==> src/hw/hdc_pkg.sv <==
package hdc_pkg;

    // --------------------------------------------------
    // sizes
    // --------------------------------------------------

    // hypervector dimension, one 32-bit word
    localparam int HV_W        = 32;
    // item memory entries and address width
    localparam int ITEM_DEPTH  = 16;
    localparam int ITEM_ADDR_W = 4;
    // one core instruction per 16-bit slice of the input word
    localparam int INSTR_W     = 16;
    localparam int NUM_CORES   = 2;
    // signed bundle counter per dimension
    localparam int CNT_W       = 8;

    // --------------------------------------------------
    // xorshift32
    // --------------------------------------------------

    localparam logic [31:0] XS_SEED = 32'h2545F491;
    // left, right, left
    localparam int XS_SHIFT_A = 13;
    localparam int XS_SHIFT_B = 17;
    localparam int XS_SHIFT_C = 5;

    // --------------------------------------------------
    // types
    // --------------------------------------------------

    typedef logic [HV_W-1:0]        hv_t;
    typedef logic [ITEM_ADDR_W-1:0] item_addr_t;

    // instruction bits 15..14, item index in bits 3..0
    typedef enum logic [1:0] {
        OP_NOP   = 2'd0,
        OP_LOAD  = 2'd1,
        OP_BIND  = 2'd2,
        OP_STORE = 2'd3
    } opcode_t;

endpackage

==> src/hw/item_fill_if.sv <==
`timescale 1ns/1ps

// item memory write bus, generator to every core
interface item_fill_if;

    // one write per strobe cycle, no handshake
    logic                 wr_en;
    hdc_pkg::item_addr_t  wr_addr;
    hdc_pkg::hv_t         wr_data;
    // high for the whole fill
    logic                 filling;

    modport source (
        output wr_en, wr_addr, wr_data, filling
    );

    modport sink (
        input wr_en, wr_addr, wr_data, filling
    );

endinterface

==> src/hw/item_generator.sv <==
`timescale 1ns/1ps

module item_generator (
    input  logic        AXIS_ACLK,
    input  logic        S_AXI_ARESETN,
    input  logic        gen_start,
    input  logic [4:0]  item_count,
    output logic        gen_done,
    item_fill_if.source fill
);

    // one xorshift32 step
    function automatic hdc_pkg::hv_t xs_step(input hdc_pkg::hv_t s);
        hdc_pkg::hv_t x;
        x = s ^ (s << hdc_pkg::XS_SHIFT_A);
        x = x ^ (x >> hdc_pkg::XS_SHIFT_B);
        x = x ^ (x << hdc_pkg::XS_SHIFT_C);
        return x;
    endfunction

    // current random word, always the value being written
    hdc_pkg::hv_t        xs_q;
    // address of the final entry of this fill
    hdc_pkg::item_addr_t last_addr;

    // --------------------------------------------------
    // fill control
    // --------------------------------------------------

    always_ff @(posedge AXIS_ACLK) begin
        if (!S_AXI_ARESETN) begin
            fill.wr_en   <= 1'b0;
            fill.filling <= 1'b0;
            gen_done     <= 1'b0;
        end else begin
            gen_done <= 1'b0;
            // a new start restarts the fill from entry 0
            if (gen_start) begin
                fill.wr_en   <= 1'b1;
                fill.filling <= 1'b1;
            end else if (fill.wr_en && fill.wr_addr == last_addr) begin
                // last entry lands on this edge
                fill.wr_en   <= 1'b0;
                fill.filling <= 1'b0;
                gen_done     <= 1'b1;
            end
        end
    end

    // --------------------------------------------------
    // random word and write address
    // --------------------------------------------------

    always_ff @(posedge AXIS_ACLK) begin
        if (gen_start) begin
            // seed reloads, entry 0 gets the first step
            xs_q         <= xs_step(hdc_pkg::XS_SEED);
            fill.wr_addr <= '0;
            last_addr    <= hdc_pkg::item_addr_t'(item_count - 5'd1);
        end else if (fill.wr_en) begin
            xs_q         <= xs_step(xs_q);
            fill.wr_addr <= fill.wr_addr + 1'b1;
        end
    end

    assign fill.wr_data = xs_q;

    // count must fit the item memory
    a_item_count : assert property (
        @(posedge AXIS_ACLK) disable iff (!S_AXI_ARESETN)
        gen_start |-> (item_count >= 5'd1 && item_count <= hdc_pkg::ITEM_DEPTH)
    ) else $error("item_count out of range at gen_start");

endmodule

==> src/hw/encoder_core.sv <==
`timescale 1ns/1ps

module encoder_core (
    input  logic                        AXIS_ACLK,
    input  logic                        S_AXI_ARESETN,
    item_fill_if.sink                   fill,
    input  logic                        in_valid,
    input  logic [hdc_pkg::INSTR_W-1:0] instr,
    input  logic                        in_last,
    output logic                        store_valid,
    output hdc_pkg::hv_t                store_hv,
    output logic                        store_last
);

    // item memory, written only by the generator
    hdc_pkg::hv_t mem [hdc_pkg::ITEM_DEPTH];

    // accepted beat, none while a fill runs
    logic beat;

    // stage 1 registers
    logic             valid_q;
    logic             last_q;
    hdc_pkg::opcode_t op_q;
    hdc_pkg::hv_t     item_q;

    // running hypervector
    hdc_pkg::hv_t acc;

    // --------------------------------------------------
    // item memory
    // --------------------------------------------------

    always_ff @(posedge AXIS_ACLK) begin
        if (fill.wr_en) begin
            mem[fill.wr_addr] <= fill.wr_data;
        end
    end

    // one cycle read latency, index straight from the instruction
    always_ff @(posedge AXIS_ACLK) begin
        item_q <= mem[instr[hdc_pkg::ITEM_ADDR_W-1:0]];
    end

    // --------------------------------------------------
    // stage 1: decode
    // --------------------------------------------------

    assign beat = in_valid && !fill.filling;

    always_ff @(posedge AXIS_ACLK) begin
        if (!S_AXI_ARESETN) begin
            valid_q <= 1'b0;
            last_q  <= 1'b0;
            op_q    <= hdc_pkg::OP_NOP;
        end else begin
            valid_q <= beat;
            // last travels even with no store on this core
            last_q  <= beat && in_last;
            // opcode in the top two bits
            op_q    <= hdc_pkg::opcode_t'(instr[hdc_pkg::INSTR_W-1 -: 2]);
        end
    end

    // --------------------------------------------------
    // stage 2: accumulator
    // --------------------------------------------------

    always_ff @(posedge AXIS_ACLK) begin
        if (!S_AXI_ARESETN) begin
            acc         <= '0;
            store_valid <= 1'b0;
            store_last  <= 1'b0;
        end else begin
            store_valid <= 1'b0;
            store_last  <= last_q;
            if (valid_q) begin
                unique case (op_q)
                    hdc_pkg::OP_NOP: begin
                    end
                    hdc_pkg::OP_LOAD: begin
                        acc <= item_q;
                    end
                    hdc_pkg::OP_BIND: begin
                        // rotate left by one, then xor in the item
                        acc <= {acc[hdc_pkg::HV_W-2:0], acc[hdc_pkg::HV_W-1]} ^ item_q;
                    end
                    hdc_pkg::OP_STORE: begin
                        store_valid <= 1'b1;
                        acc         <= '0;
                    end
                endcase
            end
        end
    end

    // stored value goes out with the strobe
    always_ff @(posedge AXIS_ACLK) begin
        if (valid_q && op_q == hdc_pkg::OP_STORE) begin
            store_hv <= acc;
        end
    end

    // a refill under a live beat would change the item it reads
    a_no_fill_mid_beat : assert property (
        @(posedge AXIS_ACLK) disable iff (!S_AXI_ARESETN)
        fill.wr_en |-> !valid_q
    ) else $error("item memory written while a beat is decoded");

endmodule

==> src/hw/bundler.sv <==
`timescale 1ns/1ps

module bundler (
    input  logic                          AXIS_ACLK,
    input  logic                          S_AXI_ARESETN,
    input  logic [hdc_pkg::NUM_CORES-1:0] store_valid,
    input  hdc_pkg::hv_t                  store_hv [hdc_pkg::NUM_CORES],
    input  logic [hdc_pkg::NUM_CORES-1:0] store_last,
    output logic                          out_valid,
    output hdc_pkg::hv_t                  out_data
);

    // one signed counter per dimension
    logic signed [hdc_pkg::CNT_W-1:0] cnt [hdc_pkg::HV_W];
    // next count, two bits of headroom for the range check
    logic signed [hdc_pkg::CNT_W+1:0] sum [hdc_pkg::HV_W];
    // bundle closes on the next edge
    logic last_q;

    // --------------------------------------------------
    // per-dimension add
    // --------------------------------------------------

    always_comb begin
        for (int d = 0; d < hdc_pkg::HV_W; d++) begin
            // closing edge starts from zero
            if (last_q) begin
                sum[d] = '0;
            end else begin
                sum[d] = cnt[d];
            end
            // +1 for a one, -1 for a zero, per storing core
            for (int c = 0; c < hdc_pkg::NUM_CORES; c++) begin
                if (store_valid[c]) begin
                    if (store_hv[c][d]) begin
                        sum[d] = sum[d] + 1;
                    end else begin
                        sum[d] = sum[d] - 1;
                    end
                end
            end
        end
    end

    always_ff @(posedge AXIS_ACLK) begin
        if (!S_AXI_ARESETN) begin
            for (int d = 0; d < hdc_pkg::HV_W; d++) begin
                cnt[d] <= '0;
            end
            last_q    <= 1'b0;
            out_valid <= 1'b0;
        end else begin
            for (int d = 0; d < hdc_pkg::HV_W; d++) begin
                cnt[d] <= sum[d][hdc_pkg::CNT_W-1:0];
            end
            // either core's flag closes the bundle
            last_q    <= |store_last;
            out_valid <= last_q;
        end
    end

    // --------------------------------------------------
    // sign vector
    // --------------------------------------------------

    // tie gives 0
    always_ff @(posedge AXIS_ACLK) begin
        if (last_q) begin
            for (int d = 0; d < hdc_pkg::HV_W; d++) begin
                out_data[d] <= (cnt[d] > 0);
            end
        end
    end

    for (genvar d = 0; d < hdc_pkg::HV_W; d++) begin : g_range
        a_cnt_range : assert property (
            @(posedge AXIS_ACLK) disable iff (!S_AXI_ARESETN)
            (sum[d] >= -(2 ** (hdc_pkg::CNT_W - 1))) &&
            (sum[d] < (2 ** (hdc_pkg::CNT_W - 1)))
        ) else $error("bundle counter overflow");
    end

endmodule

==> src/hw/hdc_encoder_top.sv <==
`timescale 1ns/1ps

module hdc_encoder_top (
    input  logic         AXIS_ACLK,
    input  logic         S_AXI_ARESETN,
    // item memory fill
    input  logic         gen_start,
    input  logic [4:0]   item_count,
    output logic         gen_done,
    // instruction beats, one 16-bit slice per core
    input  logic         in_valid,
    input  logic [31:0]  in_data,
    input  logic         in_last,
    // bundled sign vector
    output logic         out_valid,
    output hdc_pkg::hv_t out_data
);

    // --------------------------------------------------
    // item memory fill
    // --------------------------------------------------

    // shared by the generator and all cores
    item_fill_if fill_bus ();

    item_generator gen_i (
        .AXIS_ACLK     (AXIS_ACLK),
        .S_AXI_ARESETN (S_AXI_ARESETN),
        .gen_start     (gen_start),
        .item_count    (item_count),
        .gen_done      (gen_done),
        .fill          (fill_bus)
    );

    // --------------------------------------------------
    // encoding cores
    // --------------------------------------------------

    // core stores toward the bundler
    logic [hdc_pkg::NUM_CORES-1:0] store_valid;
    logic [hdc_pkg::NUM_CORES-1:0] store_last;
    hdc_pkg::hv_t                  store_hv [hdc_pkg::NUM_CORES];

    // core c takes bits 16c+15 .. 16c
    for (genvar c = 0; c < hdc_pkg::NUM_CORES; c++) begin : g_core
        encoder_core core_i (
            .AXIS_ACLK     (AXIS_ACLK),
            .S_AXI_ARESETN (S_AXI_ARESETN),
            .fill          (fill_bus),
            .in_valid      (in_valid),
            .instr         (in_data[c*hdc_pkg::INSTR_W +: hdc_pkg::INSTR_W]),
            .in_last       (in_last),
            .store_valid   (store_valid[c]),
            .store_hv      (store_hv[c]),
            .store_last    (store_last[c])
        );
    end

    // --------------------------------------------------
    // bundling
    // --------------------------------------------------

    // sign vector two edges after the final store
    bundler bundler_i (
        .AXIS_ACLK     (AXIS_ACLK),
        .S_AXI_ARESETN (S_AXI_ARESETN),
        .store_valid   (store_valid),
        .store_hv      (store_hv),
        .store_last    (store_last),
        .out_valid     (out_valid),
        .out_data      (out_data)
    );

endmodule

==> config.mk <==
export PLATFORM = sky130hd
export DESIGN_NAME = hdc_encoder_top
export DESIGN_NICKNAME = d
export VERILOG_FILES = /design/src/hw/hdc_pkg.sv /design/src/hw/item_fill_if.sv /design/src/hw/item_generator.sv /design/src/hw/encoder_core.sv /design/src/hw/bundler.sv /design/src/hw/hdc_encoder_top.sv
export SDC_FILE = /design/constraint.sdc
export NUM_CORES = 2
export LEC_CHECK = 0
export ABC_AREA = 1
export BUFFER_PORTS_ARGS = -buffer_cell sky130_fd_sc_hd__buf_2
export CAP_MARGIN = 20
export CORE_UTILIZATION = 45
export CTS_CLUSTER_SIZE = 25
export DETAILED_ROUTE_END_ITERATION = 10
export SYNTH_ARGS = -nofsm -noshare
export SYNTH_HDL_FRONTEND = slang
export SYNTH_SLANG_ARGS = --single-unit
==> constraint.sdc <==
create_clock -name AXIS_ACLK -period 4.9 [get_ports AXIS_ACLK]
set_input_delay 0.98 -clock AXIS_ACLK [delete_from_list [all_inputs] [get_ports AXIS_ACLK]]
set_output_delay 0.98 -clock AXIS_ACLK [all_outputs]
set_load 0.02 [all_outputs]
Yosys cells after proc, flatten, opt, wreduce, memory -nomap -nowiden
Memory sizes are Yosys's and may differ from the RTL's. A register that Yosys moved wholly into a read port is not among the register bits.
Cells that the tools add are included.
{"block": "word_totals", "ramBits": 1280, "latchBits": 0, "regBits": 213, "mem_bits_ro": 0, "out_inout_bits": 34, "mem_count": 3, "inputBits": 42, "elab_cells": 445}
{"memory": "g_core[0].core_i.mem", "words": 16, "width": 32, "read_ports": 1, "rd_clocked_by_memory_dff": 1, "wr": 1, "line_no": "encoder_core.sv:16", "text": "hdc_pkg::hv_t mem [hdc_pkg::ITEM_DEPTH];"}
{"memory": "g_core[1].core_i.mem", "words": 16, "width": 32, "read_ports": 1, "rd_clocked_by_memory_dff": 1, "wr": 1, "line_no": "encoder_core.sv:16"}
{"memory": "bundler_i.cnt", "words": 32, "width": 8, "read_ports": 32, "rd_clocked_by_memory_dff": 0, "wr": 32, "line_no": "bundler.sv:14", "text": "logic signed [hdc_pkg::CNT_W-1:0] cnt [hdc_pkg::HV_W];"}
{"block": "classes", "order_cmp": 32, "multipliers": 0, "reduce_logical": 13, "n_addsub": 130, "div_mod_pow": 0, "mux": 203, "bitwise": 38, "shift": 0, "n_eq_ne": 7}
{"op": "two-way mux 8 bit", "count": 192}
{"op": "adder 8 x 2 -> 8 bit (second input constant)", "count": 64}
{"op": "subtractor 8 x 2 -> 8 bit (second input constant)", "count": 64}
{"op": "> comparator 8 x 1 -> 1 bit (second input constant)", "count": 32}
{"op": "one-hot mux 32 bit (3 select lines)", "count": 2}
{"op": "XOR 32 bit", "count": 4}
{"op": "bitwise OR 1 bit", "count": 32}
{"op": "XOR 32 x 15 -> 32 bit", "count": 1}
{"op": "two-way mux 1 bit", "count": 9}
{"op": "equality test 2 bit (second input constant)", "count": 4}
{"op": "AND reduction 2 bit", "count": 3}
{"op": "nonzero test 3 bit", "count": 2}
{"op": "logical AND 1 bit", "count": 5}
{"op": "adder 4 x 1 -> 4 bit (second input constant)", "count": 1}
{"op": "equality test 2 x 1 -> 1 bit (second input constant)", "count": 2}
{"op": "equality test 4 bit", "count": 1}
{"op": "subtractor 4 x 1 -> 4 bit (second input constant)", "count": 1}
{"op": "nonzero test 2 bit", "count": 1}
{"op": "OR reduction 2 bit", "count": 1}
{"op": "logical NOT 1 bit", "count": 1}
{"op": "NOT 1 bit", "count": 1}

Logic depth before layout (Yosys ltp)
An unclocked memory read counts as a cell.
{"block": "depth", "word_depth": 9, "depth_mapped": 26}

Cells and area by module
Synthesis repeated with hierarchy kept, for this count alone.
{"block": "hier_totals", "cells_unflattened": 10983, "hier_area_um2": 88496.1}
{"mod": "bundler", "seq_area_each_um2": 6125.9, "area_per_inst_um2": 35038.6, "cells_per_inst": 5851, "n_inst": 1}
{"mod": "encoder_core (g_core[1].core_i)", "seq_area_each_um2": 17737.0, "area_per_inst_um2": 25553.3, "cells_per_inst": 2379, "n_inst": 1}
{"mod": "encoder_core (g_core[0].core_i)", "seq_area_each_um2": 17737.0, "area_per_inst_um2": 25429.4, "cells_per_inst": 2379, "n_inst": 1}
{"mod": "item_generator", "seq_area_each_um2": 880.8, "area_per_inst_um2": 2474.9, "cells_per_inst": 374, "n_inst": 1}

Worst setup path before layout
OpenSTA, ideal clock, no wires.
{"block": "synth_path", "kind": "register to register", "from": "reg bundler_i.last_q", "to": "mem bundler_i.cnt[25][7] (netlist bit)", "required_time_ns": 4.785, "arrival_time_ns": 3.934, "path_stages_with_launch": 20, "slack_ns": 0.851, "cell_sequence": "dfxtp_1 buf_4 buf_2 clkbuf_1 nor2_1 fa_1 or2_2 nand2_1 xor2_1 nand2_1 o21ai_0 ha_1 inv_1 o21bai_1 a21boi_0 a21oi_1 nor2_1 nand3_1 nand2_1 nor2_1"}
{"element": "from (decl)", "line_no": "bundler.sv:18", "text": "logic last_q;"}
{"element": "from (signal assigned)", "line_no": "bundler.sv:57", "text": "last_q <= |store_last;"}
{"element": "to (decl)", "line_no": "bundler.sv:14"}

==> parameters.txt <==
Parameter                              Value

Run
  Maxcap violations    0

Drt
  Total detailed-routing wirelength    183000 µm
  Length of the first detailed-routing pass in iterations    6
  Final routed wire length divided by cell count    16.5 µm
  Detail-routed via count per cell    about 5.4
  Detailed router's first-iteration violation count    ~4.4k
  Count of nets left with antenna violations after detail routing    0
  Detailed-route DRC error count    0
  DR vias    59.8k

GRT
  GRT Total Usage    23.7%
  Global routing usage on met3    2.79%
  Routing layer with the top usage in global route    met2
  Met2 Usage GRT    38.7%
  Vias in the first global route    between 50k and 60k
  Overall overflow remaining after global route    0
  First-pass GRT wire length    between 200000 and 300000 µm
  Met1 usage in global routing    roughly a third
  Number of antenna violations at the first check in global routing    3
  Largest net degree at the start of global routing    roughly 170

Timing
  Worst slew margin    26.6%
  Final Setup Violations    0
  Min cycle time layout    3770 ps
  Sum of negative setup slack    0 ps
  Period utilisation layout    76.9%
  Number of pins with negative max-slew slack in the final report    0
  Maximum clock rate    ~0.27 GHz
  Final Skew    roughly 55 ps
  Number of hold violations in the final report    0
  RSZ-0062 raised after global routing    no
  Slew @ Worst Pin    ~1100 ps

Critical path
  Slowest stage delay, CP    between 400 and 500 ps
  Most numerous cell on the critical path    nand2_1
  Crit path max-delay family    buffers and inverters
  Crit path launch type    register
  Worst path arrival time    4410 ps
  R2R Setup Slk    1130 ps
  Crit-path slowest cell    dfxtp_4
  Critical path buffer and inverter count    4
  Crit path max fanout    91
  CP Class    register to register
  Type of element capturing the critical path    register
  Required @ worst endpoint    5540 ps
  Cell breakdown of the critical path    clkinv_8 > buf_4 > nand2_1 > inv_1 > fa_1 > nand3_1 > nand2_1 > a21oi_1 > o21ai_0 > o21ai_0 > ha_1 > inv_1 > o21bai_1 > a21boi_0 > a21oi_1 > nor2_1 > nand3_1 > nand2_1 > nor2_1

Die
  Standard cell core area    150000 µm²
  Starting Density    a little under half
  Chip Width    392 µm
  Number of standard-cell rows in the floorplan    ~140
  Die height    ~390 µm
  IO Pins    76
  Full die area    153000 µm²

Yosys
  Post-synthesis sequential element count    1045
  Yosys warning count    0
  Number of enable-type register cells in the synthesized netlist    612
  Synth area leaders    edfxtp_1, dfxtp_1, nand2_1, inv_1, a21oi_1
  Average instance area after synthesis    7.48 µm²
  Most numerous cell in the Yosys netlist    nand2_1
  Number of distinct standard cells referenced by the synthesized netlist    42
  Yosys top cell by area    edfxtp_1
  Dominant synthesized flop cell    edfxtp_1
  Sequential cell area fraction in the yosys report    39.6%
  Proportion of netlist area held by the largest area contributor    26.9%
  Net Count, Synth    9526
  Synth top cells by count    nand2_1, inv_1, a21oi_1
  Netlist area before placement    roughly 70000 µm²
  Fraction of registers with async set/reset    0%
  Syn Inst Count    about 9.1k

Clock network
  Clk Latency, worst-skew pair    roughly 780 ps
  CTS-repair resized insts    0
  Total clock buffers created by CTS    119
  Clock transition time at the flip-flop clock pins of the worst setup and hold paths    60 ps
  Number of buffers on the longest clock path    3
  Clock sinks    1045
  H-tree depth reported by CTS    3
  Root cell of the clock tree    clkbuf_16
  Setup bufs post-CTS    0
  TritonCTS clock tree    yes
  Hold-fix buffer count after cts    0

Power
  Standby leakage power    34.9 nW
  Power Dens Cells    around 280 nW/µm²
  Worst ir drop on vdd    between 0.3 and 0.4 mV

Finish
  Area occupied by multi-input gates    35000 µm²
  Number of filler instances in the final layout    ~14k
  Total area of sequential cells    27100 µm²
  Share of cells above drive strength 1    4.41%
  Final core occ    49.6%
  Layout overhead on the synthesized area    9.26%
  Total Nets Final    9350

Placed design
  Half-perimeter wire length of the detailed placement result    119000 µm
  Final GP Congestion    0.854
  Buffers added on ports    54

Run status
  Outcome    finished clean

Min path
  Hold crit path type    register to register
==> power by group <==
group / switching, W / internal [W] / total (W)
Combinational: 0.00110 / 0.000585 / 0.00169
Clock: 0.00386 / 0.00548 / 0.00934
Sequential: 0.000339 / 0.00960 / 0.00994
==> registers in the layout, indices dropped and copies added (netlist names), 2 cells and up <==
register                   cells
g_core.core_i.store_valid      2
g_core.core_i.item_q          64
gen_i.fill.wr_data            32
gen_i.fill.wr_addr             4
g_core.core_i.store_hv        64
g_core.core_i.mem            512
bundler_i.cnt                256
g_core.core_i.op_q             4
g_core.core_i.acc             64
bundler_i.out_data            32
gen_i.last_addr                4
==> worst paths after layout <==
| kind | cells past startpoint | to | start |
|---|---|---|---|
| worst min register to register | 2 | bundler_i.last_q$_SDFF_PN0_ | g_core[1].core_i.store_last$_SDFF_PN0_ |
| worst max register to register | 19 | bundler_i.cnt[31][7]$_SDFF_PN0_ | bundler_i.last_q$_SDFF_PN0_ |
| worst max-delay path | 19 | bundler_i.cnt[31][7]$_SDFF_PN0_ | bundler_i.last_q$_SDFF_PN0_ |
| worst min-delay path | 2 | bundler_i.last_q$_SDFF_PN0_ | g_core[1].core_i.store_last$_SDFF_PN0_ |
==> worst reg2reg max path: cells and delay by family (launching register included) <==
kind	cells	cell delay [ps]
buffers and inverters	4	900
adder cells (fa/ha/maj)	2	750
AND/OR/NAND/NOR	7	740
AO/OA/AOI/OAI	6	840
flip-flops	1	450
==> cells in the final DEF, fill, tap and decap left out, drive strengths merged, types with 2 or more instances in the layout <==
cell type	count
a31oi	67
o21ai	785
inv	1161
nor3	27
clkbuf	159
dfxtp	433
nand3	752
nor2	441
nand2	2236
nor4	34
o21bai	158
nand3b	44
xnor2	119
clkinvlp	5
diode	3
or2	29
bufinv	11
clkinv	77
a41oi	9
nand4	67
a21oi	862
a21boi	55
fa	64
o221ai	58
ha	293
xor2	192
buf	145
o211ai	128
edfxtp	612
o22ai	26
a31o	2
==> stage by stage <==
stage	std cells	total power, W	hold WS (ps)	area [µm²]	setup slack [ps]
floorplan	9127	0.0112	390	68300	851
global placement	10800	0.0118	402	70300	1210
detailed placement	10800	0.0118	400	70400	1180
CTS	11100	0.0212	408	74600	1170
global route	11100	0.0217	438	74600	706
finish	11100	0.0210	407	74600	1130
==> routing by layer <==
metal | share of wire (%) | vias to the layer above
met5 | 0 | -
met4 | 2.1 | 0
met3 | 5.8 | 270
met2 | 46 | 1573
met1 | 47 | 27600
li1 | - | 30300
==> kinds of logic after synthesis <==
family	after synthesis	synth area share (%)
AOI/OAI and AO/OA	2152	17.6
xor gates and xnor gates	311	3.99
adders and majority gates	357	7.24
buffers and inverters	1631	9.35
DFF	1045	39.6
and+or+nand+nor	3631	22.2
==> cell type report <==
class / instances / area share [%]
tap: 2016 / 3.38
clock inverter: 65 / 1.01
clock buffer: 159 / 4.56
multi-input combinational: 6451 / 47.0
sequential: 1045 / 36.3
inverter: 1189 / 6.02
antenna: 3 / 0.0101
timing repair buffer: 145 / 1.79
Power figures use the tool's default switching activity.
